### config.mk
export PLATFORM = sky130hd
export DESIGN_NAME = matmul_top
export DESIGN_NICKNAME = d
export VERILOG_FILES = /design/src/matmul_pkg.sv /design/src/matmul_ctrl.sv /design/src/cycle_counter.sv /design/src/operand_feeder.sv /design/src/processing_element.sv /design/src/systolic_array.sv /design/src/result_drain.sv /design/src/matmul_top.sv
export SDC_FILE = /design/constraint.sdc
export NUM_CORES = 2
export LEC_CHECK = 0
export CORE_MARGIN = 2
export CORE_UTILIZATION = 60
export DETAILED_ROUTE_END_ITERATION = 16
export DONT_BUFFER_PORTS = 1
export PLACE_DENSITY = 0.84
export SLEW_MARGIN = 20
export SYNTH_ARGS = -nofsm -noshare
export SYNTH_HDL_FRONTEND = slang
export SYNTH_SLANG_ARGS = --single-unit
export TNS_END_PERCENT = 50
### constraint.sdc
create_clock -name clk -period 4.2 [get_ports clk]
set_input_delay 0.84 -clock clk [delete_from_list [all_inputs] [get_ports clk]]
set_output_delay 0.84 -clock clk [all_outputs]
set_load 0.05 [all_outputs]
### src/matmul_pkg.sv
package matmul_pkg;

  ////////////////////////////////////////
  // sizes
  ////////////////////////////////////////

  localparam int DATA_W = 8;
  localparam int N = 4;
  localparam int ADDR_W = 2;

  // saturation bounds for a product cut down to one element
  localparam int ELEM_MAX = 2 ** (DATA_W - 1) - 1;
  localparam int ELEM_MIN = -(2 ** (DATA_W - 1));

  ////////////////////////////////////////
  // cycle constants
  ////////////////////////////////////////

  localparam int FEED_CYCLES = 4;
  localparam int MAC_CYCLES = 3;
  localparam int DRAIN_CYCLES = 4;

  // last feed, skew, corner propagation, mac, then one more
  localparam int LATCH_CYCLE = (FEED_CYCLES - 1) + (N - 1) + (N - 1) + MAC_CYCLES + 1;

  // run and drain share one counter
  localparam int CNT_W = $clog2(LATCH_CYCLE + DRAIN_CYCLES + 1);

  ////////////////////////////////////////
  // types
  ////////////////////////////////////////

  typedef logic signed [DATA_W-1:0] elem_t;
  typedef logic [CNT_W-1:0] cnt_t;

  // lane view of a vector, index i is lane i
  typedef elem_t [N-1:0] lane_arr_t;

  // lane 0 sits in the low byte
  typedef struct packed {
    elem_t lane3;
    elem_t lane2;
    elem_t lane1;
    elem_t lane0;
  } vec_t;

  typedef enum logic [2:0] {
    IDLE,
    CLEAR,
    RUN,
    DRAIN,
    ACK
  } ctrl_state_t;

  typedef struct packed {
    logic feed_en;
    logic latch_en;
    logic drain_en;
  } phase_t;

  typedef struct packed {
    logic              valid;
    logic [ADDR_W-1:0] col;
    vec_t              data;
  } result_t;

endpackage

### src/matmul_ctrl.sv
`timescale 1ns/1ps

module matmul_ctrl (
  input  logic clk,
  input  logic reset,
  input  logic i_req,
  input  logic i_run_done,
  input  logic i_drain_done,
  output logic o_clear,
  output logic o_run,
  output logic o_drain,
  output logic o_ack
);

  matmul_pkg::ctrl_state_t state;
  matmul_pkg::ctrl_state_t state_nxt;

  always_ff @(posedge clk) begin
    if (reset) begin
      state <= matmul_pkg::IDLE;
    end else begin
      state <= state_nxt;
    end
  end

  // four-phase handshake around one run
  always_comb begin
    state_nxt = state;
    case (state)
      matmul_pkg::IDLE: begin
        if (i_req) begin
          state_nxt = matmul_pkg::CLEAR;
        end
      end
      matmul_pkg::CLEAR: begin
        state_nxt = matmul_pkg::RUN;
      end
      matmul_pkg::RUN: begin
        if (i_run_done) begin
          state_nxt = matmul_pkg::DRAIN;
        end
      end
      matmul_pkg::DRAIN: begin
        if (i_drain_done) begin
          state_nxt = matmul_pkg::ACK;
        end
      end
      matmul_pkg::ACK: begin
        // hold ack until the requester lets go
        if (!i_req) begin
          state_nxt = matmul_pkg::IDLE;
        end
      end
      default: begin
        state_nxt = matmul_pkg::IDLE;
      end
    endcase
  end

  assign o_clear = (state == matmul_pkg::CLEAR);
  assign o_run = (state == matmul_pkg::RUN);
  assign o_drain = (state == matmul_pkg::DRAIN);
  assign o_ack = (state == matmul_pkg::ACK);

  a_ack_needs_req: assert property (@(posedge clk) disable iff (reset)
    $rose(o_ack) |-> i_req);

endmodule

### src/cycle_counter.sv
`timescale 1ns/1ps

module cycle_counter (
  input  logic                clk,
  input  logic                reset,
  input  logic                i_run,
  input  logic                i_drain,
  output matmul_pkg::phase_t  o_phase,
  output logic                o_run_done,
  output logic                o_drain_done
);

  matmul_pkg::cnt_t cnt;

  // counts on through run and drain, back to zero when idle
  always_ff @(posedge clk) begin
    if (reset || !(i_run || i_drain)) begin
      cnt <= '0;
    end else begin
      cnt <= cnt + 1'b1;
    end
  end

  ////////////////////////////////////////
  // phase decode
  ////////////////////////////////////////

  assign o_phase.feed_en = i_run && (cnt < matmul_pkg::cnt_t'(matmul_pkg::FEED_CYCLES));

  // every accumulator is final here, so the run ends with the latch
  assign o_run_done = i_run && (cnt == matmul_pkg::cnt_t'(matmul_pkg::LATCH_CYCLE));
  assign o_phase.latch_en = o_run_done;

  assign o_phase.drain_en = i_drain;

  assign o_drain_done = i_drain &&
    (cnt == matmul_pkg::cnt_t'(matmul_pkg::LATCH_CYCLE + matmul_pkg::DRAIN_CYCLES));

  a_one_latch_per_run: assert property (@(posedge clk) disable iff (reset)
    $rose(i_run) |-> !o_phase.latch_en [* matmul_pkg::LATCH_CYCLE]
                     ##1 o_phase.latch_en ##1 !o_phase.latch_en);

endmodule

### src/operand_feeder.sv
`timescale 1ns/1ps

module operand_feeder (
  input  logic                          clk,
  input  logic                          reset,
  input  matmul_pkg::phase_t            i_phase,
  input  matmul_pkg::vec_t              i_a_col,
  input  matmul_pkg::vec_t              i_b_row,
  output logic [matmul_pkg::ADDR_W-1:0] o_op_addr,
  output matmul_pkg::vec_t              o_a_edge,
  output matmul_pkg::vec_t              o_b_edge
);

  logic [matmul_pkg::ADDR_W-1:0] addr;
  matmul_pkg::lane_arr_t a_in;
  matmul_pkg::lane_arr_t b_in;
  matmul_pkg::lane_arr_t a_lanes;
  matmul_pkg::lane_arr_t b_lanes;

  // one counter serves both operands, wraps back to 0 after k = 3
  always_ff @(posedge clk) begin
    if (reset) begin
      addr <= '0;
    end else if (i_phase.feed_en) begin
      addr <= addr + 1'b1;
    end
  end

  assign o_op_addr = addr;

  // zeros outside the feed window
  assign a_in = i_phase.feed_en ? matmul_pkg::lane_arr_t'(i_a_col) : '0;
  assign b_in = i_phase.feed_en ? matmul_pkg::lane_arr_t'(i_b_row) : '0;

  ////////////////////////////////////////
  // triangular skew
  ////////////////////////////////////////

  for (genvar i = 0; i < matmul_pkg::N; i++) begin : g_lane
    if (i == 0) begin : g_direct
      assign a_lanes[i] = a_in[i];
      assign b_lanes[i] = b_in[i];
    end else begin : g_delay
      matmul_pkg::elem_t a_pipe [i];
      matmul_pkg::elem_t b_pipe [i];

      // lane i waits i cycles
      always_ff @(posedge clk) begin
        a_pipe[0] <= a_in[i];
        b_pipe[0] <= b_in[i];
        for (int s = 1; s < i; s++) begin
          a_pipe[s] <= a_pipe[s-1];
          b_pipe[s] <= b_pipe[s-1];
        end
      end

      assign a_lanes[i] = a_pipe[i-1];
      assign b_lanes[i] = b_pipe[i-1];
    end
  end

  assign o_a_edge = matmul_pkg::vec_t'(a_lanes);
  assign o_b_edge = matmul_pkg::vec_t'(b_lanes);

endmodule

### src/processing_element.sv
`timescale 1ns/1ps

module processing_element (
  input  logic              clk,
  input  logic              i_clear,
  input  matmul_pkg::elem_t i_a,
  input  matmul_pkg::elem_t i_b,
  output matmul_pkg::elem_t o_a,
  output matmul_pkg::elem_t o_b,
  output matmul_pkg::elem_t o_acc
);

  matmul_pkg::elem_t a_q;
  matmul_pkg::elem_t b_q;
  logic signed [2*matmul_pkg::DATA_W-1:0] prod_q;
  matmul_pkg::elem_t prod_sat;
  matmul_pkg::elem_t acc_q;

  ////////////////////////////////////////
  // operand stage and product
  ////////////////////////////////////////

  // the pass-through flops are also the first mac stage
  always_ff @(posedge clk) begin
    if (i_clear) begin
      a_q <= '0;
      b_q <= '0;
      prod_q <= '0;
    end else begin
      a_q <= i_a;
      b_q <= i_b;
      prod_q <= a_q * b_q;
    end
  end

  assign o_a = a_q;
  assign o_b = b_q;

  // clamp the 16-bit product into one signed element
  always_comb begin
    if (prod_q > matmul_pkg::ELEM_MAX) begin
      prod_sat = matmul_pkg::elem_t'(matmul_pkg::ELEM_MAX);
    end else if (prod_q < matmul_pkg::ELEM_MIN) begin
      prod_sat = matmul_pkg::elem_t'(matmul_pkg::ELEM_MIN);
    end else begin
      prod_sat = prod_q[matmul_pkg::DATA_W-1:0];
    end
  end

  ////////////////////////////////////////
  // accumulate
  ////////////////////////////////////////

  // plain 8-bit add, overflow wraps
  always_ff @(posedge clk) begin
    if (i_clear) begin
      acc_q <= '0;
    end else begin
      acc_q <= acc_q + prod_sat;
    end
  end

  assign o_acc = acc_q;

endmodule

### src/systolic_array.sv
`timescale 1ns/1ps

module systolic_array (
  input  logic             clk,
  input  logic             i_clear,
  input  matmul_pkg::vec_t i_a_edge,
  input  matmul_pkg::vec_t i_b_edge,
  output matmul_pkg::vec_t o_acc_rows [matmul_pkg::N]
);

  // a moves right along a row, b moves down a column
  matmul_pkg::elem_t a_h [matmul_pkg::N][matmul_pkg::N+1];
  matmul_pkg::elem_t b_v [matmul_pkg::N+1][matmul_pkg::N];
  matmul_pkg::lane_arr_t a_lanes;
  matmul_pkg::lane_arr_t b_lanes;
  matmul_pkg::lane_arr_t acc_grid [matmul_pkg::N];

  assign a_lanes = matmul_pkg::lane_arr_t'(i_a_edge);
  assign b_lanes = matmul_pkg::lane_arr_t'(i_b_edge);

  for (genvar i = 0; i < matmul_pkg::N; i++) begin : g_edge
    assign a_h[i][0] = a_lanes[i];
    assign b_v[0][i] = b_lanes[i];
  end

  ////////////////////////////////////////
  // grid
  ////////////////////////////////////////

  for (genvar i = 0; i < matmul_pkg::N; i++) begin : g_row
    for (genvar j = 0; j < matmul_pkg::N; j++) begin : g_col
      // cell (i, j) ends up holding C[i][j]
      processing_element u_pe (
        .clk     (clk),
        .i_clear (i_clear),
        .i_a     (a_h[i][j]),
        .i_b     (b_v[i][j]),
        .o_a     (a_h[i][j+1]),
        .o_b     (b_v[i+1][j]),
        .o_acc   (acc_grid[i][j])
      );
    end

    assign o_acc_rows[i] = matmul_pkg::vec_t'(acc_grid[i]);
  end

endmodule

### src/result_drain.sv
`timescale 1ns/1ps

module result_drain (
  input  logic                clk,
  input  logic                reset,
  input  matmul_pkg::phase_t  i_phase,
  input  matmul_pkg::vec_t    i_acc_rows [matmul_pkg::N],
  output matmul_pkg::result_t o_result
);

  matmul_pkg::lane_arr_t rows [matmul_pkg::N];
  matmul_pkg::lane_arr_t col_q [matmul_pkg::N];
  logic [matmul_pkg::ADDR_W-1:0] col_idx;

  for (genvar i = 0; i < matmul_pkg::N; i++) begin : g_rows
    assign rows[i] = matmul_pkg::lane_arr_t'(i_acc_rows[i]);
  end

  ////////////////////////////////////////
  // capture and shift
  ////////////////////////////////////////

  // store transposed so col_q[j] lane i is C[i][j]
  always_ff @(posedge clk) begin
    if (i_phase.latch_en) begin
      for (int j = 0; j < matmul_pkg::N; j++) begin
        for (int i = 0; i < matmul_pkg::N; i++) begin
          col_q[j][i] <= rows[i][j];
        end
      end
    end else if (i_phase.drain_en) begin
      for (int j = 0; j < matmul_pkg::N - 1; j++) begin
        col_q[j] <= col_q[j+1];
      end
    end
  end

  always_ff @(posedge clk) begin
    if (reset || i_phase.latch_en) begin
      col_idx <= '0;
    end else if (i_phase.drain_en) begin
      col_idx <= col_idx + 1'b1;
    end
  end

  // head of the shift register is the current column
  assign o_result.valid = i_phase.drain_en;
  assign o_result.col = col_idx;
  assign o_result.data = matmul_pkg::vec_t'(col_q[0]);

  a_valid_after_latch: assert property (@(posedge clk) disable iff (reset)
    $rose(o_result.valid) |-> $past(i_phase.latch_en));

endmodule

### src/matmul_top.sv
`timescale 1ns/1ps

module matmul_top (
  input  logic                          clk,
  input  logic                          reset,
  input  logic                          i_req,
  input  matmul_pkg::vec_t              i_a_col,
  input  matmul_pkg::vec_t              i_b_row,
  output logic [matmul_pkg::ADDR_W-1:0] o_op_addr,
  output matmul_pkg::result_t           o_result,
  output logic                          o_ack
);

  logic clear;
  logic run;
  logic drain;
  logic run_done;
  logic drain_done;
  matmul_pkg::phase_t phase;
  matmul_pkg::vec_t a_edge;
  matmul_pkg::vec_t b_edge;
  matmul_pkg::vec_t acc_rows [matmul_pkg::N];

  ////////////////////////////////////////
  // control
  ////////////////////////////////////////

  matmul_ctrl u_ctrl (
    .clk          (clk),
    .reset        (reset),
    .i_req        (i_req),
    .i_run_done   (run_done),
    .i_drain_done (drain_done),
    .o_clear      (clear),
    .o_run        (run),
    .o_drain      (drain),
    .o_ack        (o_ack)
  );

  cycle_counter u_counter (
    .clk          (clk),
    .reset        (reset),
    .i_run        (run),
    .i_drain      (drain),
    .o_phase      (phase),
    .o_run_done   (run_done),
    .o_drain_done (drain_done)
  );

  ////////////////////////////////////////
  // datapath
  ////////////////////////////////////////

  operand_feeder u_feeder (
    .clk       (clk),
    .reset     (reset),
    .i_phase   (phase),
    .i_a_col   (i_a_col),
    .i_b_row   (i_b_row),
    .o_op_addr (o_op_addr),
    .o_a_edge  (a_edge),
    .o_b_edge  (b_edge)
  );

  systolic_array u_array (
    .clk        (clk),
    .i_clear    (clear),
    .i_a_edge   (a_edge),
    .i_b_edge   (b_edge),
    .o_acc_rows (acc_rows)
  );

  result_drain u_drain (
    .clk        (clk),
    .reset      (reset),
    .i_phase    (phase),
    .i_acc_rows (acc_rows),
    .o_result   (o_result)
  );

endmodule

==> results.yml <==
pwr:
  power_leakage_nw: 38.3
  power.density_mw_per_mm2: 338
  total_power_w: 0.0268
  ir_worst_vdd_mv: 0.485
clock_network:
  clock_latency_ps: 690
  cts_tree: "done"
  cts_buffer_depth: 3
  hold_buffers: 0
  clock-root-buffer: "clkbuf_16"
  clk_pin_slew_worst_paths_ps: 60
  htreeDepth: 3
  cts_inserted_buffers: 93
  cts.sinks: 876
placed_design:
  port_buffers: 0
  gp_congestion: 0.904
  pre_cts_ws_ps: -141
  placed_area_mm2: 0.0739
  dp_hpwl_mm: 116
worst_setup_path:
  endpoint_kind: "register"
  worstPathArrival_ps: 4740
  critPathLaunchType: "register"
  critical_path.max_fanout: 7
  crit_type: "reg2reg"
  cp.required_ps: 4780
floorplanning:
  die_w_um: 347
  num_io_pins: 105
  fp.dieArea_mm2: 0.120
  rows: 125
  die_h_um: 347
  placeableCoreArea_mm2: 0.116
  start_util_pct: 60.6
routing:
  dr.pass1.iters: 8
  wire_per_inst_um: 17.0
  drc: 0
  via_count: 50100
  wl_mm: 155
  ant_nets: 0
  first_iter_violations: 2865
  viasPerCell: 5.48
timing:
  worst_slack_ps: 38.8
  final_hold_viol_count: 0
  rsz0062_at_grt: "true"
  period_minus_slack_ps: 4160
  drv_slew: 0
  finalCritPeriodShare_pct: 99.1
  worst_pin_slew_ps: 998
  max_freq_mhz: 240
  fin_setup_tns_ps: 0
  relSlewSlack_pct: 33.4
  finalClockSkew_ps: 32.1
  finalSetupViolations: 0
synthesis:
  netlist_instances: 7268
  synthesis.nets: 8809
  async_flop_share_pct: 0
  netlist_area_mm2: 0.0705
  synth.distinct_cells: 60
  synth_edf_count: 128
  synthFlopType: "dfxtp_1"
  yosys_warnings: 0
  synth_seq_area_share_pct: 26.7
  ys_ff_latch: 876
  syn_avg_cell_area_um2: 9.70
global_routing:
  grt_pass1_vias: 52900
  grt_max_degree: 162
  overflow: 0
  grt_antenna_before_repair: 10
  grt_pass1_wl_mm: 252
  grt_usage_pct: 25.3
layout:
  area_growth_pct: 12.5
  mostFrequentLayoutCell: "inv_1"
  fin_area_mm2: 0.0793
  final_nets: 9076
  drive_gt1_share_pct: 13.6
  layout_common_cells: "1238 x inv_1, 882 x fa_1, 657 x and2_1"
run_status:
  run_status: "complete, no violations"
flow_run:
  max_cap_violations: 0
worst_hold_path:
  hp-class: "in2reg"
==> metrics by stage <==
stage	hold WS [ps]	instances	utilization (%)
final	234	9142	68.2
after global routing	208	9140	68.2
after CTS	208	9104	66.4
after detailed placement	312	8928	63.5
after global placement	310	8928	63.5
after floorplan	310	7268	-
==> cells in the mapped netlist (all sizes together) (23+ instances only) <==
cell,number,area share (%)
xnor2,167,2.1
nand4,59,0.52
fa,896,25
a21o,102,1.1
o21ai,148,1.1
buf,76,0.57
xor2,72,0.89
mux2i,36,0.51
nor4,32,0.28
ha,578,10
nor2,210,1.1
o21bai,23,0.24
and3,118,1.0
nor3,151,1.1
nand2b,35,0.31
nor2b,445,4.0
dfxtp,748,21
edfxtp,128,5.5
nand2,586,3.1
or2,28,0.25
o21a,169,1.8
a21oi,164,1.2
and2,686,6.1
inv,1287,6.9
nor4b,23,0.29
clkbuf,51,0.29
a211oi,82,0.87
==> final timing paths <==
path	start	end	slack, ps	cells past startpoint
min reg2reg	u_feeder.g_lane[3].g_delay.b_pipe[0][6]	u_feeder.g_lane[3].g_delay.b_pipe[1][6]	320	0
max reg2reg	u_array.g_row[0].g_col[0].u_pe.o_a[5]	u_array.g_row[0].g_col[0].u_pe.prod_q[15]	40	15
min	reset	u_feeder.o_op_addr[1]	230	1
max	u_array.g_row[0].g_col[0].u_pe.o_a[5]	u_array.g_row[0].g_col[0].u_pe.prod_q[15]	40	15
==> report_power, final <==
part / internal [W] / total (W) / switching (W) / leakage [nW]
Clock: 0.00485 / 0.00847 / 0.00362 / 1.54
Sequential: 0.00966 / 0.0104 / 0.000787 / 7.37
Combinational: 0.00351 / 0.00786 / 0.00434 / 29.4
Total: 0.0180 / 0.0268 / 0.00875 / 38.3
==> cell families after synthesis <==
| family | Yosys count | synth area share, % |
|---|---|---|
| xor gates and xnor gates | 239 | 2.97 |
| AOI/OAI and AO/OA | 796 | 7.65 |
| buffers and inverters | 1416 | 7.73 |
| adders and majority gates | 1474 | 35.7 |
| DFF | 876 | 26.7 |
| muxes | 49 | 0.719 |
| and+or+nand+nor | 2418 | 18.5 |
==> layout make-up <==
cell class              count  area, µm²
multi-input cells        4976      47900
flip-flops and latches    876      19200
well taps                1524       1910
fillers                  7972      37000
clock buffers             119       2630
clock inverters            56        520
repair buffers            299       2340
diodes                      3       7.51
inverters                1289       4850
==> routing by layer <==
layer	routed length (µm)	track usage, %	vias to the layer above
met4	6650	10.5	4
met2	80100	45.4	1321
li1	-	-	23500
met5	34	0	-
met1	62300	30.7	24800
met3	6300	3.06	444
==> worst max-delay path: stages (launching register included) <==
cell,delay [ps]
dfxtp_2,370
and2_1,170
fa_1,540
inv_1,60
fa_1,540
inv_1,60
fa_1,520
inv_1,80
fa_1,490
inv_1,60
ha_4,280
o21ai_2,80
o2111ai_2,210
nand4_1,200
and3_4,240
o21a_1,160
==> registers in the layout (all words and copies together) (netlist names), 5 cells and up <==
| signal | count |
|---|---|
| u_array.g_row.g_col.u_pe.prod_q | 256 |
| u_array.g_row.g_col.u_pe.o_a | 128 |
| u_drain.col_q | 128 |
| u_array.g_row.g_col.u_pe.o_b | 128 |
| u_array.g_row.g_col.u_pe.o_acc | 128 |
| u_feeder.g_lane.g_delay.a_pipe | 48 |
| u_counter.cnt | 5 |
| u_feeder.g_lane.g_delay.b_pipe | 48 |
==> repair_timing <==
item / in CTS / in global routing
pin swaps: 10 / 158
gates cloned: 0 / 0
buffers inserted: 1 / 35
setup endpoints to repair: 41 / 100
resized for setup: 110 / 541
No activity file was read; power rests on OpenSTA's default activity.
